## src/hdl/cart_id_pkg.sv

```systemverilog
//==========================================================================
// Cartridge identification
//   Quirk encoding returned by the header detector
//   ROM header offsets of the game serial
//   Serial strings that select a quirk
//==========================================================================

`default_nettype none

package cart_id_pkg;

	typedef enum logic [1:0] {
		quirk_none   = 2'd0,
		quirk_noram  = 2'd1,
		quirk_sram00 = 2'd2
	} quirk_e;

	// First byte of the 8 character serial in the header
	localparam int SERIAL_OFFSET = 'h183;

	// Download byte address at which the serial is complete
	localparam int HEADER_END = 'h190;

	// Game that probes for save RAM and must not find any
	localparam logic [63:0] NORAM_SERIAL = "T-113016";

	// Game that expects save RAM cleared to zero
	localparam logic [63:0] SRAM00_SERIAL = " GM 0000";

endpackage

`default_nettype wire

```

## src/hdl/cart_pkg.sv

```systemverilog
//==========================================================================
// Cartridge slot shared constants
//   CPU, data and download bus widths
//   Address map of the save RAM region
//   Bank register count and reset values
//==========================================================================

`default_nettype none

package cart_pkg;

	// Bus widths
	localparam int CPU_AW = 23;
	localparam int DATA_W = 16;
	localparam int DL_AW  = 25;

	// cart_addr[23:21] value of the save RAM window
	localparam logic [2:0] SRAM_REGION = 3'd1;

	// Save RAM size in bytes, as an address width
	localparam int SAVE_AW = 15;

	// SSF2 page registers, linear mapping out of reset
	localparam int BANK_COUNT = 8;
	localparam int BANK_INIT [BANK_COUNT] = '{0, 1, 2, 3, 4, 5, 6, 7};

endpackage

`default_nettype wire

```

## src/hdl/header_detect.sv

```systemverilog
//==========================================================================
// ROM header quirk detector
//   Captures the game serial from the download stream
//   Matches it against the known serials at the end of the header
//==========================================================================

`timescale 1ns/1ps
`default_nettype none

module header_detect (
	input  wire                           clk,
	input  wire                           reset,
	input  wire                           cart_dl,
	input  wire                           cart_dl_wr,
	input  wire   [cart_pkg::DL_AW-1:0]   cart_dl_addr,
	input  wire   [cart_pkg::DATA_W-1:0]  cart_dl_data,
	output cart_id_pkg::quirk_e           cart_quirk
);

	localparam int AW  = cart_pkg::DL_AW;
	localparam int SER = cart_id_pkg::SERIAL_OFFSET;

	// Header words that carry the serial, odd start so the first is split
	localparam logic [AW-1:0] SER_W0  = AW'(SER - 1);
	localparam logic [AW-1:0] SER_W1  = AW'(SER + 1);
	localparam logic [AW-1:0] SER_W2  = AW'(SER + 3);
	localparam logic [AW-1:0] SER_W3  = AW'(SER + 5);
	localparam logic [AW-1:0] SER_W4  = AW'(SER + 7);
	localparam logic [AW-1:0] HDR_END = AW'(cart_id_pkg::HEADER_END);

	logic        dl_q;
	logic        dl_wr;
	logic [15:0] swapped;
	logic [63:0] serial;

	assign dl_wr = cart_dl & cart_dl_wr;

	// Download words arrive with the even byte in the low half
	assign swapped = {cart_dl_data[7:0], cart_dl_data[15:8]};

	always_ff @(posedge clk) begin
		if (reset)
			dl_q <= 1'b0;
		else
			dl_q <= cart_dl;
	end

	always_ff @(posedge clk) begin
		if (dl_wr) begin
			case (cart_dl_addr)
				SER_W0:  serial[63:56] <= swapped[7:0];
				SER_W1:  serial[55:40] <= swapped;
				SER_W2:  serial[39:24] <= swapped;
				SER_W3:  serial[23:8]  <= swapped;
				SER_W4:  serial[7:0]   <= swapped[15:8];
				default: serial        <= serial;
			endcase
		end
	end

	// Quirk is a property of the loaded image, kept across CPU reset
	always_ff @(posedge clk) begin
		if (cart_dl & ~dl_q) begin
			cart_quirk <= cart_id_pkg::quirk_none;
		end else if (dl_wr && cart_dl_addr == HDR_END) begin
			if (serial == cart_id_pkg::NORAM_SERIAL)
				cart_quirk <= cart_id_pkg::quirk_noram;
			else if (serial == cart_id_pkg::SRAM00_SERIAL)
				cart_quirk <= cart_id_pkg::quirk_sram00;
		end
	end

endmodule

`default_nettype wire

```

## config.mk

```make
export PLATFORM = sky130hd
export DESIGN_NAME = header_detect
export DESIGN_NICKNAME = d
export VERILOG_FILES = /design/src/hdl/cart_id_pkg.sv /design/src/hdl/cart_pkg.sv /design/src/hdl/header_detect.sv
export SDC_FILE = /design/constraint.sdc
export NUM_CORES = 1
export LEC_CHECK = 0
export BUFFER_PORTS_ARGS = -buffer_cell sky130_fd_sc_hd__buf_4
export CAP_MARGIN = 15
export CORE_MARGIN = 5
export CORE_UTILIZATION = 40
export DETAILED_ROUTE_END_ITERATION = 8
export GPL_TIMING_DRIVEN = 0
export PLACE_DENSITY = 0.69
export SLEW_MARGIN = 20
export SYNTH_ARGS = -nofsm -noshare
export SYNTH_HDL_FRONTEND = slang
export SYNTH_SLANG_ARGS = --single-unit
```

## constraint.sdc

```tcl
create_clock -name clk -period 3.6 [get_ports clk]
set_input_delay 0.36 -clock clk [delete_from_list [all_inputs] [get_ports clk]]
set_output_delay 0.36 -clock clk [all_outputs]
set_load 0.02 [all_outputs]
```

==> results of run 1 <==
==> cell families (layout without fill, tap and decap cells) <==
| family | after synthesis | after routing | synth area share [%] |
|---|---|---|---|
| muxes | 1 | 1 | 0.409 |
| and+or+nand+nor | 58 | 58 | 17.0 |
| AOI/OAI and AO/OA | 3 | 3 | 1.33 |
| DFF | 67 | 67 | 80.9 |
| buffers and inverters | 2 | 68 | 0.307 |
==> power groups by stage <==
stage	Sequential [mW]	Combinational [mW]	Clock, mW
after floorplan	0.870	0.00457	0
after global placement	0.870	0.0521	0
after detailed placement	0.870	0.0540	0
after CTS	0.853	0.0541	0.614
after global routing	0.852	0.0581	0.653
final	0.853	0.0531	0.606
==> per-stage QoR <==
stage	instance area, um^2	setup TNS, ps
CTS	3120	0
finish	3120	0
floorplan	2450	0
detailed placement	2930	0
global route	3120	0
global placement	2890	-17970
==> final cells by class <==
| type | count | area share [%] |
|---|---|---|
| Sequential cell | 67 | 63.5 |
| Multi-Input combinational cell | 62 | 15.2 |
| Timing Repair Buffer | 50 | 11.8 |
| Clock buffer | 11 | 4.53 |
| Tap cell | 75 | 3.01 |
| Clock inverter | 5 | 1.68 |
| Inverter | 2 | 0.241 |
==> placed cells by master (no fill, tap or decap), drive strengths merged, types with 2 or more instances in the layout <==
master,Yosys,layout
nor2b,2,2
nor2,9,9
nand3b,3,3
o2111ai,2,2
clkbuf,0,11
clkinv,0,3
edfxtp,64,64
buf,0,50
inv,2,2
nor4bb,5,5
nand3,3,3
dfxtp,3,3
nand4b,5,5
nor4b,6,6
nand4,3,3
or4,2,2
nand2,6,6
nor4,11,11
==> layer usage <==
metal	wire length, um	up-vias
met1	2060	686
met5	0	-
li1	-	666
met2	2270	76
met3	553	8
met4	68	0
==> sequential cells by signal (all words and copies together) (netlist names) <==
register / flops
dl_q: 1
cart_quirk: 2
serial: 64
==> how the worst max path moves through the flow <==
stage | from | to | cells past startpoint | slack [ps]
6_report | cart_dl_addr[11] | serial[51]$_DFFE_PP_ | 7 | 1410
5_1_grt | cart_dl_addr[11] | serial[55]$_DFFE_PP_ | 7 | 1200
4_1_cts | cart_dl_addr[11] | serial[63]$_DFFE_PP_ | 5 | 1380
3_5_place_dp | cart_dl_addr[11] | serial[58]$_DFFE_PP_ | 5 | 1030
3_3_place_gp | cart_dl_addr[11] | serial[48]$_DFFE_PP_ | 6 | -580
2_1_floorplan | cart_dl_addr[12] | serial[40]$_DFFE_PP_ | 5 | 540
==> impl_metrics.yaml, run 1 <==
sta:
  max_freq_ghz: 0.457
  finalSetupViolCount: 0
  tightest_slew_ps: 902
  finalCritPeriodShare_pct: 60.8
  timing.hold.ws_ps: 165
  rsz0062_at_grt: "no"
  hold_violations: 0
  max_slew_margin_pct: 39.8
  period_minus_slack_ps: 2190
  finalMaxSlewViolations: 0
  skew_ps: 7.52
  setup_slack_ps: 1410
power:
  seqPwrFrac_pct: 56.4
  p_total_mw: 1.51
  ir_worst_vdd_mv: 0.396
  p_switching_mw: 0.291
  switching_share_pct: 19.3
  clockPowerShare_pct: 40.1
  p_leak_nw: 1.06
  combPwrFrac_pct: 3.5
  powerDensity_mw_per_mm2: 485
  p_int_mw: 1.22
detailed_routing:
  wl_per_cell_um: 18.2
  drc: 0
  ant_nets: 0
  vias: 1436
  finalWirelength_um: 4950
  viasPerCell: 5.28
  firstDrtPassIters: 4
  drt-initial-drc-count: 97
synthesis:
  syn_inst: 131
  synth_cell_types: 22
  synth_top_area_share_pct: 78.5
  synth_common_cells: "edfxtp_1 (64), nor2_1 (9), nor4_1 (9)"
  synth_top_flop_cell: "edfxtp_1"
  synth_area_mm2: 0.00245
  ys_async_sr_fraction_pct: 0
  avgSynthCellArea_um2: 18.7
  synth_nets: 176
  synth-seq-cells: 67
  yosysTopAreaCell: "edfxtp_1"
  synthTopCellsByArea: "edfxtp_1 (78%), dfxtp_1 (2.5%), nor4_1 (2.3%)"
  yosysSeqAreaShare_pct: 80.9
  synth_warnings: 0
  post-synth-top-count-cell: "edfxtp_1"
  synth_edf_count: 64
worst_setup_path:
  path_delay_family: "simple AND/OR/NAND/NOR gates"
  cp_num_buf_inv: 2
  endpoint_kind: "register"
  r2r_end: "cart_quirk[1]$_SDFFE_PP0P_"
  critPathLaunchType: "input pin"
  crit_required_ps: 3640
  cp_slowest_cell: "nor4_2"
  ff2ff_path_depth: 5
  crit_fanout: 6
  worstSetupPathType: "in2reg"
  crit_chain: "buf_4 > nor4_1 > nand4b_1 > nor2_1 > nand3b_1 > nor4_2 > buf_2"
  r2r_slack_ps: 1770
  r2r-start: "serial[39]$_DFFE_PP_"
  cp_data_arrival_time_ps: 2230
  cp_slowest_stage_delay_ps: 560
floorplanning:
  rows: 28
  coreArea_mm2: 0.00592
  dieHeight_um: 88.2
  ios: 47
  start_util_pct: 41.4
  fp.dieArea_mm2: 0.00779
  dieWidth_um: 88.2
run:
  maxCapViolations: 0
layout:
  register_area_mm2: 0.00198
  finalNonFillerCells: 272
  area_growth_pct: 27.4
  fin_util_pct: 52.7
  nFillCells: 482
  num_antenna_cells: 0
  multiInputGateArea_um2: 474
  final_layout_size_suffix_gt1_share_pct: 36.5
  fin_nets: 237
grt:
  grt_pass1_vias: 1522
  grt_util_met2_pct: 21.4
  grt_remaining_overflow: 0
  antenna_found_initial: 0
  grt.met1_usage_pct: 17.7
  grt_util_met3_pct: 5.40
  busiest_layer: "met2"
  grt_max_degree: 17
  grt_pass1_wl_um: 7670
  grt_usage_pct: 13.8
worst_hold_path:
  min_to: "dl_q$_SDFF_PP0_"
  hold_path.class: "in2reg"
  min_path_cells: 2
  hp-start: "reset"
clock_tree:
  ctsResizeCount: 0
  clk_path_buf_depth: 2
  clkSinkCount: 67
  numCtsBuffers: 9
  clock_latency_ps: 340
  cts_hold_buffers: 0
  cts_tree: "built"
  post_cts_buffers: 0
  clkTransAtPathRegs_ps: 70
  cts_root_buf: "clkbuf_8"
  htree_num_levels: 3
placement:
  dp_hpwl_um: 3680
  dp_cells: 256
  gp_congestion: 0.733
  numPortBuffers: 46
  pre_cts_ws_ps: 1030
status:
  outcome: "finished clean"
Power figures use the tool's default switching activity.
==> inputs of run 2 (changes only) <==
- PLACE_DENSITY: 0.69 -> 0.71
- clock period: 3.6 -> 1.8 ns (I/O delays scaled with it)
==> run 2 against run 1 <==
Against the previous run: critical path depth is 2 lower; total power up 97%; register-to-register slack worse by 1900 ps; largest power group unchanged; routed wire length about the same; core utilization increased by 2.2 points; combinational power is 120% higher; clock power up 91%; count of clock-buffer cells in the layout stayed put; global-route usage shrank 0.47 points; sequential share of layout area fell by 2.5 points; the flow now finishes with violations (negative setup slack); clock skew rose by 5.8 ps; setup slack got worse by 1500 ps.
==> impl_metrics.yaml, run 2 (same netlist as run 1, synthesis figures left out) <==
status:
  outcome: "finished, violations left"
  failed_checks: "negative setup slack"
clock_tree:
  htree_num_levels: 3
  clk_path_buf_depth: 2
  clkSinkCount: 67
  clock_latency_ps: 330
  numCtsBuffers: 9
  clkTransAtPathRegs_ps: 80
  cts_root_buf: "clkbuf_8"
  cts_tree: "built"
detailed_routing:
  finalWirelength_um: 4950
  firstDrtPassIters: 4
  ant_nets: 0
  drt-initial-drc-count: 126
  drc: 0
  wl_per_cell_um: 18.1
  vias: 1438
  viasPerCell: 5.27
worst_setup_path:
  path_delay_family: "simple AND/OR/NAND/NOR gates"
  crit_fanout: 4
  cp_data_arrival_time_ps: 2170
  crit_chain: "nand4b_1 > or4_4 > nor4_4 > o2111ai_2 > a221oi_2"
  cp_slowest_cell: "or4_4"
  ff2ff_path_depth: 5
  worstSetupPathType: "reg2reg"
  cp_slowest_stage_delay_ps: 460
  path_depth: 5
  endpoint_kind: "register"
  cp_num_buf_inv: 0
  crit_required_ps: 2050
  critPathLaunchType: "register"
placement:
  gp_congestion: 0.739
  dp_hpwl_um: 3460
  pre_cts_ws_ps: -627
  numPortBuffers: 46
sta:
  rsz0062_at_grt: "yes"
  finalMaxSlewViolations: 0
  setup_slack_ps: -118
  finalSetupViolCount: 2
  skew_ps: 13.3
  max_slew_margin_pct: 71.3
  timing.hold.ws_ps: 40.8
  tightest_slew_ps: 424
  finalSetupTns_ps: -196
  max_freq_ghz: 0.521
  period_minus_slack_ps: 1920
  finalCritPeriodShare_pct: 107
  hold_violations: 0
run:
  maxCapViolations: 0
layout:
  final_layout_size_suffix_gt1_share_pct: 38.4
  num_antenna_cells: 0
  layout_common_cells: "edfxtp_1 (64), buf_4 (47), clkbuf_8 (9)"
  top_register: "serial"
  area_growth_pct: 32.7
  top_regs: "serial (64), cart_quirk (2), dl_q (1)"
  nFillCells: 491
  mostFrequentLayoutCell: "edfxtp_1"
  fin_util_pct: 54.9
  largest_reg_flops: 64
  fin_nets: 238
floorplanning:
  start_util_pct: 41.4
  dieWidth_um: 88.2
  dieHeight_um: 88.2
  rows: 28
  ios: 47
  fp.dieArea_mm2: 0.00779
  coreArea_mm2: 0.00592
grt:
  grt_pass1_vias: 1464
  grt_usage_pct: 13.3
  grt_max_degree: 17
  grt_pass1_wl_um: 7380
  antenna_found_initial: 0
  grt_remaining_overflow: 0
power:
  ir_worst_vdd_mv: 0.533
  p_leak_nw: 1.07
  p_total_mw: 2.99
  powerDensity_mw_per_mm2: 919
worst_hold_path:
  hold_path.class: "in2reg"
  min_path_cells: 2
## run 2: cell count changes in the layout (fill, tap and decap cells not counted), moves of 2 or more
cell	change
buf_12	+3
nor4_1	-3
clkinv_2	-3
nor2_1	-3
nor4_4	+4
nor2_4	+3
buf_2	-3
clkinv_1	+2
## run 2: path summary, 6_finish.rpt
path / startpoint / end / slack, ps
max: serial[46]$_DFFE_PP_ / cart_quirk[1]$_SDFFE_PP0P_ / -120
min: cart_dl / cart_quirk[1]$_SDFFE_PP0P_ / 40
max reg2reg: serial[46]$_DFFE_PP_ / cart_quirk[1]$_SDFFE_PP0P_ / -120
min reg2reg: cart_quirk[1]$_SDFFE_PP0P_ / cart_quirk[1]$_SDFFE_PP0P_ / 470
## run 2: per-layer routing
| metal | track usage (%) | share of wire [%] | up-vias |
|---|---|---|---|
| met3 | 5.49 | 9.9 | 6 |
| met5 | 0 | 0 | - |
| met4 | 5.63 | 1.2 | 0 |
| met1 | 16.1 | 41 | 707 |
| li1 | - | - | 669 |
| met2 | 21.1 | 48 | 56 |
## run 2: area by class of cell
| type | instances | area [um^2] | area share, % |
|---|---|---|---|
| Multi-Input combinational cell | 62 | 557 | 17.1 |
| Clock buffer | 11 | 131 | 4.04 |
| Inverter | 2 | 7.51 | 0.231 |
| Sequential cell | 67 | 1980 | 61.0 |
| Timing Repair Buffer | 51 | 423 | 13.0 |
| Clock inverter | 5 | 53.8 | 1.66 |
| Tap cell | 75 | 93.8 | 2.89 |
## run 2: worst reg2reg max path: stages, from the launching register on
cell and delay, ps:
edfxtp_1 380, nand4b_1 220, or4_4 460, nor4_4 360
o2111ai_2 160, a221oi_2 250
## run 2: repair_timing
item	CTS	global route
pin swaps	2	6
hold buffers	1	0
setup endpoints to repair	66	34
gates resized for setup	3	4
buffers inserted	2	2
hold endpoints to repair	1	0
gates cloned	0	0
## run 2: metrics by stage
step           area (um^2)  instances
2_1_floorplan         2510        131
5_1_grt               3250        273
6_report              3250        273
3_5_place_dp          2950        252
4_1_cts               3200        271
3_3_place_gp          2950        252
## run 2: where the power goes
group	leakage (nW)	switching, mW	total, mW	internal (mW)
Combinational	0.384	0.0466	0.117	0.0701
Sequential	0.599	0.000391	1.71	1.71
Clock	0.0886	0.529	1.16	0.634
Total	1.07	0.576	2.99	2.41
