`src/hdl/cart_id_pkg.sv`:
```
//==========================================================================
// Cartridge identification
//   Quirk encoding returned by the header detector
//   ROM header offsets of the game serial
//   Serial strings that select a quirk
//==========================================================================

`default_nettype none

package cart_id_pkg;

	typedef enum logic [1:0] {
		quirk_none   = 2'd0,
		quirk_noram  = 2'd1,
		quirk_sram00 = 2'd2
	} quirk_e;

	// First byte of the 8 character serial in the header
	localparam int SERIAL_OFFSET = 'h183;

	// Download byte address at which the serial is complete
	localparam int HEADER_END = 'h190;

	// Game that probes for save RAM and must not find any
	localparam logic [63:0] NORAM_SERIAL = "T-113016";

	// Game that expects save RAM cleared to zero
	localparam logic [63:0] SRAM00_SERIAL = " GM 0000";

endpackage

`default_nettype wire

```
`src/hdl/cart_pkg.sv`:
```
//==========================================================================
// Cartridge slot shared constants
//   CPU, data and download bus widths
//   Address map of the save RAM region
//   Bank register count and reset values
//==========================================================================

`default_nettype none

package cart_pkg;

	// Bus widths
	localparam int CPU_AW = 23;
	localparam int DATA_W = 16;
	localparam int DL_AW  = 25;

	// cart_addr[23:21] value of the save RAM window
	localparam logic [2:0] SRAM_REGION = 3'd1;

	// Save RAM size in bytes, as an address width
	localparam int SAVE_AW = 15;

	// SSF2 page registers, linear mapping out of reset
	localparam int BANK_COUNT = 8;
	localparam int BANK_INIT [BANK_COUNT] = '{0, 1, 2, 3, 4, 5, 6, 7};

endpackage

`default_nettype wire

```
`src/hdl/md_mapper.sv`:
```
//==========================================================================
// Mega Drive cartridge mapper
//   SSF2 page registers and save RAM enable bit
//   ROM address translation and save RAM select
//==========================================================================

`timescale 1ns/1ps
`default_nettype none

module md_mapper #(
	parameter int ROM_AW  = 22,
	parameter int PAGE_AW = 18
) (
	input  wire                           clk,
	input  wire                           reset,
	input  wire   [cart_pkg::CPU_AW:1]    cart_addr,
	input  wire                           cart_lwr,
	input  wire                           cart_time,
	input  wire   [cart_pkg::DATA_W-1:0]  cart_data_wr,
	input  wire   [cart_pkg::DL_AW-1:0]   rom_size,
	input  wire   [ROM_AW-1:0]            rom_mask,
	input  wire   cart_id_pkg::quirk_e    cart_quirk,
	output logic  [ROM_AW-1:0]            rom_rd_addr,
	output logic                          sram_cs
);

	localparam int BANK_W = ROM_AW - PAGE_AW;

	logic [BANK_W-1:0]           bank [cart_pkg::BANK_COUNT];
	logic                        bank_use;
	logic                        bank_sram;
	logic [cart_pkg::CPU_AW-1:0] word_addr;
	logic [2:0]                  page;
	logic                        big_rom;

	// Zero based word address, bit 0 is cart_addr[1]
	assign word_addr = cart_addr;
	assign page      = word_addr[PAGE_AW+2:PAGE_AW];

	// Banking only makes sense past eight pages
	assign big_rom = |rom_mask[ROM_AW-1:PAGE_AW+3];

	//==========================================================================
	// Bank registers in the time region
	//==========================================================================
	always_ff @(posedge clk) begin
		if (reset) begin
			for (int i = 0; i < cart_pkg::BANK_COUNT; i++)
				bank[i] <= BANK_W'(cart_pkg::BANK_INIT[i]);
			bank_use  <= 1'b0;
			bank_sram <= 1'b0;
		end else if (cart_lwr && cart_time) begin
			if (cart_addr[3:1] == 3'd0) begin
				bank_sram <= cart_data_wr[0];
			end else if (big_rom) begin
				bank[cart_addr[3:1]] <= cart_data_wr[BANK_W-1:0];
				bank_use             <= 1'b1;
			end
		end
	end

	//==========================================================================
	// Address translation
	//==========================================================================
	always_comb begin
		if (bank_use)
			rom_rd_addr = {bank[page], word_addr[PAGE_AW-1:0]} & rom_mask;
		else
			rom_rd_addr = word_addr[ROM_AW-1:0] & rom_mask;
	end

	// Save RAM when enabled, or past the end of a small ROM
	assign sram_cs = (cart_addr[cart_pkg::CPU_AW:cart_pkg::CPU_AW-2] == cart_pkg::SRAM_REGION)
		&& (cart_quirk != cart_id_pkg::quirk_noram)
		&& (bank_sram || (cart_pkg::DL_AW'(word_addr) >= rom_size));

endmodule

`default_nettype wire

```
`config.mk`:
```
export PLATFORM = sky130hd
export DESIGN_NAME = md_mapper
export DESIGN_NICKNAME = d
export VERILOG_FILES = /design/src/hdl/cart_id_pkg.sv /design/src/hdl/cart_pkg.sv /design/src/hdl/md_mapper.sv
export SDC_FILE = /design/constraint.sdc
export NUM_CORES = 1
export LEC_CHECK = 0
export BUFFER_PORTS_ARGS = -buffer_cell sky130_fd_sc_hd__buf_2
export CORE_ASPECT_RATIO = 0.9
export CORE_MARGIN = 2
export CORE_UTILIZATION = 50
export CTS_CLUSTER_SIZE = 40
export DETAILED_ROUTE_END_ITERATION = 8
export PLACE_DENSITY = 0.85
export SLEW_MARGIN = 15
export SYNTH_ARGS = -nofsm -noshare
export SYNTH_HDL_FRONTEND = slang
export SYNTH_SLANG_ARGS = --single-unit
```
`constraint.sdc`:
```
create_clock -name clk -period 4.1 [get_ports clk]
set_input_delay 0.615 -clock clk [delete_from_list [all_inputs] [get_ports clk]]
set_output_delay 0.615 -clock clk [all_outputs]
set_load 0.01 [all_outputs]
```
==> flow_metrics.env, run 1 <==
export IMPL_status="finished clean"
export IMPL_p_int_uw=601
export IMPL_ys_seq_area_share_pct=42.4
export IMPL_crit_type="in -> out"
export IMPL_ir_worst_vdd_v=0.000216
export IMPL_chipWidth_um=76.5
export IMPL_first_pass_iters=4
export IMPL_rsz0062_at_grt="false"
export IMPL_die_area_mm2=0.00529
export IMPL_cts_tree="built"
export IMPL_cpMaxStageDelayCell="or4_1"
export IMPL_syn_area_per_cell_um2=10.4
export IMPL_antenna_found_initial=0
export IMPL_fin_crit_sh_pct=72.6
export IMPL_row_count=23
export IMPL_reg2reg_slack_ns=3.36
export IMPL_drive_above_1_share_pct=37.7
export IMPL_hold_viol_final=0
export IMPL_diodes=0
export IMPL_switching_share_pct=26.4
export IMPL_reg2reg_from="bank_use$_SDFFE_PP0P_"
export IMPL_min_from="bank_sram$_SDFFE_PP0P_"
export IMPL_critPathLaunchType="input port"
export IMPL_cp_startpoint="cart_addr[3]"
export IMPL_drt_iter0_markers=143
export IMPL_wl_per_cell_um=14.4
export IMPL_max_freq_ghz=0.336
export IMPL_multi_input_area_mm2=0.00123
export IMPL_finClkSkew_ns=0
export IMPL_hold_end="bank_sram$_SDFFE_PP0P_"
export IMPL_critPathRequiredTime_ns=3.48
export IMPL_ctsLongestPathBuffers=2
export IMPL_report_final_slew_viol_count=0
export IMPL_gr_total_overflow=0
export IMPL_synth_warning_count=0
export IMPL_p_sw_uw=215
export IMPL_hold_buffers=0
export IMPL_post_cts_buffers=0
export IMPL_grt_usage_pct=22.2
export IMPL_hold_depth=2
export IMPL_grt_max_degree=15
export IMPL_syn_cell_area_mm2=0.00236
export IMPL_coreArea_mm2=0.00449
export IMPL_maxSlewHeadroom_pct=65.4
export IMPL_grt_pass1_vias=1971
export IMPL_p_leak_uw=0.00143
export IMPL_power_frac_clock_pct=29.2
export IMPL_critPathMaxFanout=8
export IMPL_synth_cell_types=34
export IMPL_period_minus_slack_ns=2.98
export IMPL_cts_sinks=34
export IMPL_utilization_pct=67.0
export IMPL_die_y_um=69.2
export IMPL_gp_congestion=0.764
export IMPL_antenna_left=0
export IMPL_viasPerCell=5.15
export IMPL_htree_levels=2
export IMPL_seqPwrFrac_pct=49.6
export IMPL_remaining_drc_errors=0
export IMPL_regArea_mm2=0.00100
export IMPL_worst_slew_pin_slew_ns=0.517
export IMPL_worst_path_largest_cell_delay_ns=0.45
export IMPL_setup_viol=0
export IMPL_final_cell_mix="buf_2 (102), edfxtp_1 (32), and2_1 (30), inv_1 (27), ha_1 (23)"
export IMPL_grt_pass1_wl_um=9360
export IMPL_end_kind="primary output"
export IMPL_clk_pin_slew_ns=0.06
export IMPL_hpwl_um=4600
export IMPL_routed_wirelength_um=5700
export IMPL_synth_seq_cells=34
export IMPL_setup_tns_ns=0
export IMPL_numCtsBuffers=5
export IMPL_insertion_delay_ns=0.28
export IMPL_area_growth_pct=27.3
export IMPL_io_pins=115
export IMPL_post_cts_resized=0
export IMPL_synthCells=227
export IMPL_crit_path_cell_trace="buf_2, ha_1, a211oi_1, o22ai_1, or4_1, a41oi_2, o22ai_1, buf_2"
export IMPL_min_path_type="reg -> reg"
export IMPL_arrival_ns=2.36
export IMPL_portBuffers=102
export IMPL_combPwrFrac_pct=21.2
export IMPL_maxCapViolCount=0
export IMPL_fillers=369
export IMPL_vias=2041
export IMPL_mostFrequentLayoutCell="buf_2"
export IMPL_fin_nets=448
export IMPL_reg2reg_to="bank_use$_SDFFE_PP0P_"
export IMPL_power_density_mw_per_mm2=271
export IMPL_rr_worst_depth=2
export IMPL_cts_root_buf="clkbuf_8"
export IMPL_start_util_pct=52.6
-- critical path, delay by kind of cell --
kind	cells	cell delay (ns)
AO/OA/AOI/OAI	4	0.67
adder cells (fa/ha/maj)	1	0.32
buffers and inverters	2	0.30
AND/OR/NAND/NOR	1	0.45
-- routing by layer --
layer  vias to the layer above  wire length [µm]  global-route usage (%)
met2                        67              2870                    35.6
met4                         0                51                    5.25
met3                         7               306                    5.34
li1                       1017                 -                       -
met5                         -                 0                       0
met1                       950              2480                    30.6
-- flip-flops by register name (all words and copies together), names as in the netlist --
name,cells
bank,32
bank_sram,1
bank_use,1
-- Yosys cell counts, drive strengths merged --
cell type / instances / share of area [%]
nand2: 10 / 1.6
clkbuf: 2 / 0.32
mux2i: 2 / 0.85
or4: 1 / 0.32
o21a: 1 / 0.32
o211a: 1 / 0.42
inv: 27 / 4.3
and4: 1 / 0.37
nor3: 8 / 1.7
o22ai: 2 / 0.53
a31oi: 1 / 0.26
ha: 23 / 12
nand2b: 6 / 1.6
or2: 7 / 1.9
buf: 4 / 1.4
o21ai: 12 / 2.5
dfxtp: 2 / 1.7
nand4: 3 / 0.79
and2: 30 / 7.9
nor2: 13 / 2.1
mux4: 8 / 7.6
a221o: 1 / 0.42
a21oi: 5 / 1.1
a41oi: 1 / 0.69
edfxtp: 32 / 41
conb: 1 / 0.16
or3: 13 / 3.4
nand3: 4 / 0.85
a211oi: 2 / 0.85
nor4: 1 / 0.26
a21o: 3 / 0.95
-- per-stage QoR --
step / std cells / instance area [µm²] / worst slack [ns] / total power, µW / hold slack, ns
3_5_place_dp: 388 / 2920 / 1.15 / 585 / 0.510
4_1_cts: 396 / 3010 / 1.14 / 815 / 0.519
6_report: 396 / 3010 / 1.12 / 816 / 0.519
2_1_floorplan: 230 / 2370 / 1.58 / 508 / 0.461
5_1_grt: 396 / 3010 / 0.983 / 852 / 0.593
3_3_place_gp: 388 / 2920 / 1.19 / 578 / 0.500
-- worst max-delay path by stage --
| stage | end | depth (start not counted) |
|---|---|---|
| finish | sram_cs | 8 |
| global placement | sram_cs | 8 |
| detailed placement | sram_cs | 8 |
| CTS | sram_cs | 8 |
| global route | sram_cs | 8 |
| floorplan | sram_cs | 7 |
-- power groups by stage --
stage          sequential [µW]  combinational (µW)  clock [µW]
2_1_floorplan              409                98.9           0
3_3_place_gp               411                 167           0
3_5_place_dp               412                 173           0
4_1_cts                    405                 174         236
5_1_grt                    406                 195         251
6_report                   405                 173         238
-- final cells by class --
class                      count  share of cell area [%]
multi-input combinational    163                    40.9
inverter                      27                    3.37
clock inverter                 3                   0.541
timing repair buffer         102                    17.0
sequential                    34                    33.3
clock buffer                   5                    2.29
tap                           62                    2.58
-- logic make-up after synthesis --
kind of cell / share of synthesized area, %
and+or+nand+nor: 22.8
muxes: 8.47
buffers and inverters: 5.99
other: 0.159
DFF: 42.4
adders and majority gates: 12.2
AOI/OAI and AO/OA: 8.05
(Power assumes the default switching activity.)
==> inputs of run 2 (changes only) <==
Settings changed: CORE_UTILIZATION 50 to 47, PLACE_DENSITY 0.85 to 0.8.
Clock period 4.1 ns to 3 ns, I/O delays scaled along.
==> run 2 against run 1 <==
Die area is 6.0% higher; combinational power grew 37%; final area grew 0.71%; first-iteration DRC count decreased by 26%; critical endpoint unchanged; highest routed layer unchanged.
==> flow_metrics.env, run 2 (synthesis results as in run 1) <==
export IMPL_min_path_type="in -> reg"
export IMPL_setup_viol=0
export IMPL_grt_pass1_vias=1948
export IMPL_cpMaxStageDelayCell="or4_1"
export IMPL_numCtsBuffers=5
export IMPL_post_cts_buffers=0
export IMPL_final_cell_mix="buf_2 (102), edfxtp_1 (32), and2_1 (30), inv_1 (27), ha_1 (23)"
export IMPL_status="finished clean"
export IMPL_gp_congestion=0.775
export IMPL_period_minus_slack_ns=2.57
export IMPL_insertion_delay_ns=0.28
export IMPL_row_count=24
export IMPL_setup_tns_ns=0
export IMPL_cts_sinks=34
export IMPL_routed_wirelength_um=5820
export IMPL_coreArea_mm2=0.00483
export IMPL_antenna_left=0
export IMPL_rr_worst_depth=2
export IMPL_grt_usage_pct=21.1
export IMPL_maxSlewHeadroom_pct=65.3
export IMPL_reg2reg_from="bank_use$_SDFFE_PP0P_"
export IMPL_hold_depth=3
export IMPL_hold_end="bank_use$_SDFFE_PP0P_"
export IMPL_hold_buffers=0
export IMPL_path_buf_inv=2
export IMPL_crit_family="compound AO/OA/AOI/OAI gates"
export IMPL_postLayoutCellArea_mm2=0.00303
export IMPL_remaining_drc_errors=0
export IMPL_cp_depth=8
export IMPL_reg2reg_to="bank_use$_SDFFE_PP0P_"
export IMPL_critPathMaxFanout=8
export IMPL_die_y_um=71.3
export IMPL_clk_pin_slew_ns=0.06
export IMPL_grt_pass1_wl_um=9060
export IMPL_start_util_pct=48.9
export IMPL_critPathLaunchType="input port"
export IMPL_reg2reg_slack_ns=2.28
export IMPL_crit_path_cell_trace="buf_2, ha_1, a211oi_1, o22ai_1, or4_1, a41oi_2, o22ai_1, buf_2"
export IMPL_chipWidth_um=78.7
export IMPL_grt_max_degree=15
export IMPL_dpl_cell_area_mm2=0.00293
export IMPL_largest_reg_flops=32
export IMPL_cts_root_buf="clkbuf_8"
export IMPL_crit_type="in -> out"
export IMPL_ir_worst_vdd_v=0.000222
export IMPL_min_from="cart_lwr"
export IMPL_drt_iter0_markers=106
export IMPL_first_pass_iters=4
export IMPL_die_area_mm2=0.00561
export IMPL_reg_top3="bank (32), bank_sram (1), bank_use (1)"
export IMPL_report_final_slew_viol_count=0
export IMPL_area_growth_pct=28.2
export IMPL_p_leak_uw=0.00144
export IMPL_antenna_found_initial=0
export IMPL_io_pins=115
export IMPL_diodes=0
export IMPL_rsz0062_at_grt="false"
export IMPL_cts_tree="built"
export IMPL_finClkSkew_ns=0
export IMPL_ctsLongestPathBuffers=2
export IMPL_critPathRequiredTime_ns=2.55
export IMPL_end_kind="primary output"
export IMPL_utilization_pct=62.6
export IMPL_viasPerCell=5.07
export IMPL_vias=2017
export IMPL_drive_above_1_share_pct=37.5
export IMPL_power_density_mw_per_mm2=392
export IMPL_post_cts_resized=0
export IMPL_worst_path_largest_cell_delay_ns=0.42
export IMPL_portBuffers=102
export IMPL_mostFrequentLayoutCell="buf_2"
export IMPL_worst_slew_pin_slew_ns=0.519
export IMPL_fin_nets=448
export IMPL_maxCapViolCount=0
export IMPL_hpwl_um=4750
export IMPL_gr_total_overflow=0
export IMPL_wl_per_cell_um=14.6
export IMPL_top_register="bank"
export IMPL_max_freq_ghz=0.389
export IMPL_hold_viol_final=0
export IMPL_arrival_ns=2.12
export IMPL_fin_crit_sh_pct=85.7
export IMPL_htree_levels=2
run 2: cell count changes in the layout (fill, tap and decap cells not counted):
cell,previous run,this run
bufinv_16,0,1
clkinv_2,1,0
clkinvlp_4,1,0
run 2: cell type report:
class / count / area, µm²
fillers: 394 / 1810
multi-input cells: 163 / 1230
flip-flops and latches: 34 / 1000
repair buffers: 102 / 510
inverters: 27 / 101
well taps: 65 / 81.3
clock buffers: 5 / 68.8
clock inverters: 2 / 33.8
run 2: stage by stage:
| stage | total power (µW) | hold slack (ns) | instances | worst slack [ns] |
|---|---|---|---|---|
| 6_report | 1190 | 0.463 | 398 | 0.430 |
| 3_5_place_dp | 801 | 0.504 | 391 | 0.440 |
| 2_1_floorplan | 694 | 0.461 | 230 | 0.813 |
| 5_1_grt | 1240 | 0.480 | 398 | 0.307 |
| 4_1_cts | 1190 | 0.459 | 398 | 0.426 |
| 3_3_place_gp | 791 | 0.501 | 391 | 0.434 |
run 2: worst max path at each step:
stage	slack (ns)	end	from
floorplan	0.81	sram_cs	rom_size[6]
global placement	0.43	sram_cs	cart_addr[3]
detailed placement	0.44	sram_cs	cart_addr[3]
CTS	0.43	sram_cs	cart_addr[3]
global route	0.31	sram_cs	cart_addr[3]
finish	0.43	sram_cs	cart_addr[3]
run 2: where the power goes:
group / switching [µW] / internal, µW
clock network: 157 / 240
registers: 9.23 / 545
logic: 119 / 118
run 2: per-layer routing:
layer	global-route usage (%)	vias up	share of wire (%)	routed length (µm)
li1	-	1018	-	-
met5	0	-	0	0
met4	6.63	0	1.4	80
met2	35.5	67	50	2910
met3	4.53	11	5.0	290
met1	27.4	921	44	2540
run 2: worst min-delay path, stage by stage:
cell and delay [ns]:
buf_2 0.11, nand4_1 0.08, a21oi_1 0.06
