## src/hdl/cart_pkg.sv

```systemverilog
//==========================================================================
// Cartridge slot shared constants
//   CPU, data and download bus widths
//   Address map of the save RAM region
//   Bank register count and reset values
//==========================================================================

`default_nettype none

package cart_pkg;

	// Bus widths
	localparam int CPU_AW = 23;
	localparam int DATA_W = 16;
	localparam int DL_AW  = 25;

	// cart_addr[23:21] value of the save RAM window
	localparam logic [2:0] SRAM_REGION = 3'd1;

	// Save RAM size in bytes, as an address width
	localparam int SAVE_AW = 15;

	// SSF2 page registers, linear mapping out of reset
	localparam int BANK_COUNT = 8;
	localparam int BANK_INIT [BANK_COUNT] = '{0, 1, 2, 3, 4, 5, 6, 7};

endpackage

`default_nettype wire

```

## src/hdl/cart_bus.sv

```systemverilog
//==========================================================================
// Cartridge bus read side
//   Source select aligned to the memory latency
//   Read data register and data enable
//==========================================================================

`timescale 1ns/1ps
`default_nettype none

module cart_bus (
	input  wire                          clk,
	input  wire                          reset,
	input  wire                          cart_cs,
	input  wire                          cart_oe,
	input  wire                          sram_cs,
	input  wire  [cart_pkg::DATA_W-1:0]  rom_q,
	input  wire  [7:0]                   sram_q,
	output logic [cart_pkg::DATA_W-1:0]  cart_data,
	output logic                         cart_data_en
);

	logic sram_sel;

	// Select follows the address into the RAM read stage
	always_ff @(posedge clk) begin
		if (reset) begin
			sram_sel     <= 1'b0;
			cart_data_en <= 1'b0;
		end else begin
			sram_sel     <= sram_cs;
			cart_data_en <= cart_oe & (cart_cs | sram_cs);
		end
	end

	// Save RAM byte shows on both lanes
	always_ff @(posedge clk) begin
		cart_data <= sram_sel ? {sram_q, sram_q} : rom_q;
	end

endmodule

`default_nettype wire

```

## config.mk

```make
export PLATFORM = sky130hd
export DESIGN_NAME = cart_bus
export DESIGN_NICKNAME = d
export VERILOG_FILES = /design/src/hdl/cart_pkg.sv /design/src/hdl/cart_bus.sv
export SDC_FILE = /design/constraint.sdc
export NUM_CORES = 1
export LEC_CHECK = 0
export BUFFER_PORTS_ARGS = -buffer_cell sky130_fd_sc_hd__buf_4
export CORE_MARGIN = 5
export CORE_UTILIZATION = 41
export CTS_BUF_LIST = sky130_fd_sc_hd__clkbuf_4
export CTS_CLUSTER_SIZE = 30
export DETAILED_ROUTE_END_ITERATION = 8
export PLACE_DENSITY_LB_ADDON = 0.08
export SLEW_MARGIN = 40
export SYNTH_ARGS = -nofsm -noshare
export SYNTH_HDL_FRONTEND = slang
export SYNTH_SLANG_ARGS = --single-unit
```

## constraint.sdc

```tcl
create_clock -name clk -period 1.7 [get_ports clk]
set_input_delay 0.34 -clock clk [delete_from_list [all_inputs] [get_ports clk]]
set_output_delay 0.34 -clock clk [all_outputs]
set_load 0.01 [all_outputs]
```

==> results of run 1 <==
## state kept, by name (all words and copies together), names as in the netlist
| signal | flops |
|---|---|
| sram_sel | 1 |
| cart_data | 16 |
| cart_data_en | 1 |
## metal layers
layer  part of all wire (%)  global-route usage, %
met1                     37                  14.49
met4                    1.2                  9.945
met5                      0                      0
met2                     44                  19.51
met3                     18                  7.280
## through the flow
| stage | power [uW] | setup WS, ns |
|---|---|---|
| 3_3_place_gp | 618.2 | 0.7116 |
| 2_1_floorplan | 520.2 | 0.9754 |
| 5_1_grt | 863.9 | 0.4726 |
| 6_report | 816.5 | 0.6233 |
| 3_5_place_dp | 622.4 | 0.6554 |
| 4_1_cts | 832.9 | 0.6033 |
## path summary, 6_finish.rpt
kind	start	end	slack [ns]	cells past startpoint
max	cart_data[10]	cart_data[10]	0.62	1
min reg2reg	sram_sel	cart_data[5]	0.75	1
min	reset	sram_sel	0.21	2
max reg2reg	sram_sel	cart_data[3]	0.66	1
## kinds of logic after synthesis
kind of cell           after synthesis  synth area share (%)
flip-flops                          18                 64.29
buffers and inverters               18                 12.95
AO/OA/AOI/OAI                       16                 14.29
AND/OR/NAND/NOR                     11                 8.483
## area by class of cell
class	count	area share [%]
timing repair buffer	45	36.29
inverter	16	6.452
sequential	18	38.71
clock buffer	3	2.419
tap	15	2.016
multi-input combinational	27	13.71
clock inverter	1	0.4032
## power by group through the flow
stage | logic, uW | clock network, uW | registers [uW]
2_1_floorplan | 27.9 | 0 | 492
3_3_place_gp | 139 | 0 | 479
3_5_place_dp | 142 | 0 | 480
4_1_cts | 142 | 220 | 471
5_1_grt | 153 | 235 | 475
6_report | 140 | 207 | 470
## layout by cell type (no fill, tap or decap)
cell type / instances
nand2_1: 8
nor2b_1: 1
o21ai_0: 16
nor2_1: 1
nor3b_1: 1
clkinv_1: 1
clkbuf_4: 3
inv_1: 16
dfxtp_1: 18
buf_4: 45
==> impl_metrics.json, run 1 <==
{
  "port-buffer-count": 45,
  "grt_pass1_vias": 473,
  "drive_above_1_share_pct": 43.64,
  "gp_congestion": 0.6848,
  "run_status": "finished, final reports clean",
  "wl_mm": 1.272,
  "timing.slew.headroom_pct": 59.97,
  "ys_seq_elements": 18,
  "internal-power_uw": 630.4,
  "max_freq_mhz": 928.8,
  "hp-class": "in -> reg",
  "setup_tns_ns": 0,
  "netlist.area_leader.share_pct": 64.29,
  "slew_viol_final": 0,
  "crit_type": "reg -> out",
  "design_area_um2": 930.9,
  "routedWlPerCell_um": 10.18,
  "placed_cell_area_um2": 904.6,
  "drt_first_pass_iters": 2,
  "period_minus_slack_ns": 1.077,
  "die-height_um": 46.98,
  "endpoint_kind": "primary output",
  "initial_core_util_pct": 43.08,
  "antenna_found_initial": 0,
  "combPwrFrac_pct": 17.1,
  "hpwlAfterDp_mm": 1.058,
  "grt_max_degree": 25,
  "cpLargestDelayFamily": "flip-flops",
  "post_cts_buffers": 0,
  "synth_nets": 92,
  "yosysUniqueCellTypes": 9,
  "hold_buffers": 0,
  "netlist_area_um2": 560.5,
  "final_core_util_pct": 71.54,
  "cts.clk_slew.worst_paths_ns": 0.10,
  "min_period_over_period_pct": 63.33,
  "vias": 535,
  "crit_chain": "buf_4",
  "worst_pin_slew_ns": 0.5996,
  "ys_top_cells_by_count": "18 x dfxtp_1, 16 x inv_1, 16 x o21ai_0",
  "finalHoldViolCount": 0,
  "synthFlopType": "dfxtp_1",
  "synth-edff-count": 0,
  "synth_top_area_cell": "dfxtp_1",
  "whs_ns": 0.2097,
  "placeableCoreArea_um2": 1301,
  "regArea_um2": 360.3,
  "insertedDiodeCount": 0,
  "area_growth_syn_to_layout_pct": 66.07,
  "synth-async-reset-ratio_pct": 0,
  "numClockSinks": 18,
  "maxCapViolations": 0,
  "dp.cells": 121,
  "drt_first_iter_violations": 3,
  "tritoncts": "yes",
  "fillers": 121,
  "cpMaxStageDelayCell": "dfxtp_1",
  "critical-path-max-stage-delay_ns": 0.32,
  "clockPowerShare_pct": 25.3,
  "layout.nets": 140,
  "ir_drop_uv": 500.7,
  "seq_area_frac_synth_pct": 64.29,
  "yosysMostFrequentCell": "dfxtp_1",
  "die-area_um2": 2207,
  "route.detailed.drc": 0,
  "yosysWarningCount": 0,
  "die_width_um": 46.98,
  "cts_buffer_depth": 2,
  "required_ns": 1.36,
  "syn-instance-count": 63,
  "cts_max_level": 1,
  "crit_fanout": 1,
  "p_per_area_nw_per_um2": 877.1,
  "syn_avg_cell_area_um2": 8.897,
  "insertion_delay_ns": 0.29,
  "layout.cells.non_filler": 125,
  "avgViaCountPerCell": 4.280,
  "leakage_uw": 0.0005080,
  "startpoint_type": "register",
  "row_count": 13,
  "crit_buf_inv": 1,
  "rsz0062_at_grt": "no",
  "postRouteAntennaNets": 0,
  "swShare_pct": 22.79,
  "seqPwrFrac_pct": 57.6,
  "cts_made_buffers": 3,
  "finalSetupViolCount": 0,
  "cts_resized": 0,
  "pin_count": 46,
  "cp.arrival_ns": 0.74,
  "fin_skew_ns": 0.006380,
  "track_usage_pct": 13.37,
  "yosys-top-cells-area": "dfxtp_1 64%, o21ai_0 14%, inv_1 11%",
  "p_sw_uw": 186.1,
  "grt_pass1_wl_mm": 1.945,
  "multi_input_area_um2": 127.6,
  "grt.overflow.total": 0,
  "cts_root_buffer": "clkbuf_4"
}
Note: power is estimated with default switching activity, not from simulation.
==> inputs of run 2 (changes only) <==
--- a/config.mk
+++ b/config.mk
@@ -7,7 +7,7 @@
 export LEC_CHECK = 0
 export BUFFER_PORTS_ARGS = -buffer_cell sky130_fd_sc_hd__buf_4
 export CORE_MARGIN = 5
-export CORE_UTILIZATION = 41
+export CORE_UTILIZATION = 38
 export CTS_BUF_LIST = sky130_fd_sc_hd__clkbuf_4
 export CTS_CLUSTER_SIZE = 30
 export DETAILED_ROUTE_END_ITERATION = 8
==> constraint.sdc (replaced) <==
create_clock -name clk -period 1 [get_ports clk]
set_input_delay 0.2 -clock clk [delete_from_list [all_inputs] [get_ports clk]]
set_output_delay 0.2 -clock clk [all_outputs]
set_load 0.01 [all_outputs]
==> impl_metrics.json, run 2 (same netlist as run 1, synthesis figures left out) <==
{
  "cts_max_level": 1,
  "grtUsageMet2_pct": 19.78,
  "cts_made_buffers": 3,
  "layout_commonest_cell": "buf_4",
  "postRouteAntennaNets": 0,
  "crit_type": "reg -> out",
  "track_usage_pct": 12.31,
  "placed_cell_area_um2": 919.6,
  "drive_above_1_share_pct": 44.64,
  "slew_viol_final": 0,
  "hold_buffers": 0,
  "cts_buffer_depth": 2,
  "grt_pass1_wl_mm": 2.311,
  "initial_core_util_pct": 41.52,
  "row_count": 13,
  "leakage_uw": 0.0005183,
  "placeableCoreArea_um2": 1350,
  "use_met1_pct": 13.57,
  "largest_reg_flops": 16,
  "drt_first_iter_violations": 5,
  "grt_most_used_layer": "met2",
  "required_ns": 0.80,
  "cts_resized": 0,
  "finalSetupViolCount": 0,
  "hpwlAfterDp_mm": 1.126,
  "route.detailed.drc": 0,
  "crit_buf_inv": 1,
  "cpLargestDelayFamily": "flip-flops",
  "die-area_um2": 2343,
  "reg.largest.list": "cart_data (16), cart_data_en (1), sram_sel (1)",
  "maxCapViolations": 0,
  "cp.arrival_ns": 0.74,
  "endpoint_kind": "primary output",
  "p_per_area_nw_per_um2": 1480,
  "hp-class": "in -> reg",
  "run_status": "finished, final reports clean",
  "gr-usage-met3_pct": 5.810,
  "ir_drop_uv": 822.6,
  "total_power_uw": 1400,
  "area_growth_syn_to_layout_pct": 68.75,
  "post_cts_buffers": 0,
  "grt_pass1_vias": 537,
  "multi_input_area_um2": 127.6,
  "layout.nets": 142,
  "grt_max_degree": 17,
  "insertedDiodeCount": 0,
  "regArea_um2": 360.3,
  "wl_mm": 1.349,
  "cts_root_buffer": "clkbuf_4",
  "mostFrequentLayoutCells": "47 x buf_4, 18 x dfxtp_1, 16 x inv_1, 16 x o21ai_0, 8 x nand2_1",
  "crit_chain": "buf_4",
  "fillers": 116,
  "max_freq_mhz": 1068,
  "cts.clk_slew.worst_paths_ns": 0.10,
  "drt_first_pass_iters": 2,
  "cpMaxStageDelayCell": "dfxtp_1",
  "startpoint_type": "register",
  "finalHoldViolCount": 0,
  "antenna_found_initial": 0,
  "gp_congestion": 0.6459,
  "min_period_over_period_pct": 93.63,
  "routedWlPerCell_um": 10.62,
  "top_register": "cart_data",
  "rsz0062_at_grt": "no",
  "grt.overflow.total": 0,
  "tritoncts": "yes",
  "die-height_um": 48.41,
  "timing.slew.headroom_pct": 90.00,
  "fin_skew_ns": 0.007270,
  "worst_pin_slew_ns": 0.1484,
  "insertion_delay_ns": 0.29,
  "design_area_um2": 945.9,
  "die_width_um": 48.41,
  "vias": 544,
  "setup_tns_ns": 0,
  "port-buffer-count": 45,
  "numClockSinks": 18,
  "avgViaCountPerCell": 4.283,
  "crit_fanout": 1,
  "critical-path-max-stage-delay_ns": 0.31,
  "pin_count": 46,
  "period_minus_slack_ns": 0.9363
}
run 2: changes by cell type in the layout (fill, tap and decap cells not counted), sizes merged:
cell  delta
buf      +2
run 2: layout make-up:
type	instances	area share [%]
clock buffer	3	2.381
clock inverter	1	0.3968
inverter	16	6.349
multi-input combinational	27	13.49
sequential	18	38.10
tap	15	1.984
timing repair buffer	47	37.30
run 2: power breakdown:
part           switching (uW)  internal, uW
clock                     212           145
sequential               14.7           774
combinational            96.2           158
total                     323          1080
run 2: path summary, 6_finish.rpt:
| check | start | end | slack (ns) | depth (start not counted) |
|---|---|---|---|---|
| worst max-delay path | cart_data[1] | cart_data[1] | 0.06 | 1 |
| worst min-delay path | reset | cart_data_en | 0.07 | 2 |
| worst max register to register | sram_sel | cart_data[4] | 0.23 | 3 |
| worst min register to register | sram_sel | cart_data[13] | 0.61 | 2 |
run 2: per-stage QoR:
step           setup slack (ns)  std cells  hold slack (ns)  utilization, %
5_1_grt                 0.01704        127          0.04992           70.06
3_5_place_dp             0.2454        123           0.3703           68.12
2_1_floorplan            0.2754         63           0.2716               -
3_3_place_gp             0.2643        123           0.3687           68.12
6_report                0.06366        127          0.06643           70.06
4_1_cts                 0.05429        127          0.05997           70.06
run 2: layer usage:
layer | wire length (um) | up-vias
li1 | - | 289
met1 | 530 | 227
met2 | 640 | 26
met3 | 163 | 2
met4 | 13 | 0
met5 | 0 | -
==> inputs of run 3 (changes only) <==
--- a/config.mk
+++ b/config.mk
@@ -7,8 +7,7 @@
 export LEC_CHECK = 0
 export BUFFER_PORTS_ARGS = -buffer_cell sky130_fd_sc_hd__buf_4
 export CORE_MARGIN = 5
-export CORE_UTILIZATION = 38
-export CTS_BUF_LIST = sky130_fd_sc_hd__clkbuf_4
+export CORE_UTILIZATION = 36
 export CTS_CLUSTER_SIZE = 30
 export DETAILED_ROUTE_END_ITERATION = 8
 export PLACE_DENSITY_LB_ADDON = 0.08
==> impl_metrics.json, run 3 (same netlist as run 1, synthesis figures left out) <==
{
  "gp_congestion": 0.6490,
  "layout_commonest_cell": "buf_4",
  "cts.clk_slew.worst_paths_ns": 0.10,
  "worst_slack_ns": 0.06555,
  "grt_pass1_wl_mm": 2.111,
  "p_per_area_nw_per_um2": 1529,
  "endpoint_kind": "primary output",
  "track_usage_pct": 11.15,
  "run_status": "finished, final reports clean",
  "drive_above_1_share_pct": 46.02,
  "insertedDiodeCount": 0,
  "die-area_um2": 2446,
  "route.detailed.drc": 0,
  "cts_made_buffers": 3,
  "hold_depth": 2,
  "maxCapViolations": 0,
  "fillers": 127,
  "rsz0062_at_grt": "no",
  "timing.slew.headroom_pct": 89.70,
  "cpMaxStageDelayCell": "dfxtp_1",
  "dp_slack_ns": 0.2611,
  "crit_chain": "buf_4",
  "crit_fanout": 1,
  "cts_root_buffer": "clkbuf_4",
  "postRouteAntennaNets": 0,
  "regArea_um2": 360.3,
  "layout.nets": 143,
  "routedWlPerCell_um": 9.961,
  "placeableCoreArea_um2": 1489,
  "cpLargestDelayFamily": "flip-flops",
  "wl_mm": 1.285,
  "period_minus_slack_ns": 0.9345,
  "worst_pin_slew_ns": 0.1542,
  "port-buffer-count": 45,
  "setup_tns_ns": 0,
  "min_period_over_period_pct": 93.45,
  "largest_reg_flops": 16,
  "hp-class": "in -> reg",
  "insertion_delay_ns": 0.28,
  "startpoint_type": "register",
  "hold_buffers": 0,
  "crit_buf_inv": 1,
  "cts_buffer_depth": 2,
  "post_cts_buffers": 0,
  "slew_viol_final": 0,
  "initial_core_util_pct": 37.65,
  "die-height_um": 49.46,
  "r2r_cells": 3,
  "grt_pass1_vias": 500,
  "grt.overflow.total": 0,
  "cts_max_level": 1,
  "reg2reg_slack_ns": 0.23,
  "multi_input_area_um2": 127.6,
  "hpwlAfterDp_mm": 1.044,
  "vias": 533,
  "mostFrequentLayoutCells": "48 x buf_4, 18 x dfxtp_1, 16 x inv_1, 16 x o21ai_0, 8 x nand2_1",
  "finalSetupViolCount": 0,
  "worstSetupPathDepth": 1,
  "area_growth_syn_to_layout_pct": 72.10,
  "row_count": 14,
  "required_ns": 0.80,
  "leakage_uw": 0.0005290,
  "pin_count": 46,
  "cp.arrival_ns": 0.73,
  "tritoncts": "yes",
  "cts_resized": 0,
  "avgViaCountPerCell": 4.132,
  "max_freq_mhz": 1070,
  "reg.largest.list": "cart_data (16), cart_data_en (1), sram_sel (1)",
  "critical-path-max-stage-delay_ns": 0.32,
  "die_width_um": 49.46,
  "ir_drop_uv": 823.2,
  "total_power_uw": 1475,
  "grt_max_degree": 13,
  "fin_skew_ns": 0.003860,
  "antenna_found_initial": 0,
  "top_register": "cart_data",
  "finalHoldViolCount": 0,
  "crit_type": "reg -> out",
  "drt_first_iter_violations": 3,
  "drt_first_pass_iters": 4,
  "numClockSinks": 18
}
-- run 3: cell types whose count changed in the layout (fill, tap and decap cells not counted), sizes merged --
cell	delta
clkbuf	+1
buf	+1
clkinv	-1
-- run 3: through the flow --
stage | hold WS (ns) | util [%] | instance area [um^2] | instances
3_3_place_gp | 0.3723 | 62.35 | 928.4 | 125
5_1_grt | 0.05582 | 64.79 | 964.7 | 129
2_1_floorplan | 0.2716 | - | 560.5 | 63
3_5_place_dp | 0.3737 | 62.35 | 928.4 | 125
6_report | 0.06478 | 64.79 | 964.7 | 129
4_1_cts | 0.05488 | 64.79 | 964.7 | 129
-- run 3: worst paths after layout --
kind / startpoint / end
worst min-delay path: reset / sram_sel
worst max register to register: sram_sel / cart_data[10]
worst max-delay path: cart_data[7] / cart_data[7]
worst min register to register: sram_sel / cart_data[9]
-- run 3: area by class of cell --
cell class                      instances  share of cell area [%]
Timing Repair Buffer                   48                   37.35
Inverter                               16                   6.226
Sequential cell                        18                   37.35
Clock buffer                            4                   3.761
Tap cell                               16                   2.075
Multi-Input combinational cell         27                   13.23
-- run 3: power breakdown --
group | switching [uW] | internal, uW | total [uW]
logic | 94.4 | 160 | 254
clock network | 209 | 221 | 430
registers | 16.0 | 774 | 790
total | 319 | 1160 | 1480
-- run 3: per-layer routing --
layer  up-vias  wire [um]  track usage [%]
met5         -          0                0
met4         0         15            6.550
met3         2        169            5.120
met2        25        608            17.17
met1       216        491            12.50
li1        290          -                -
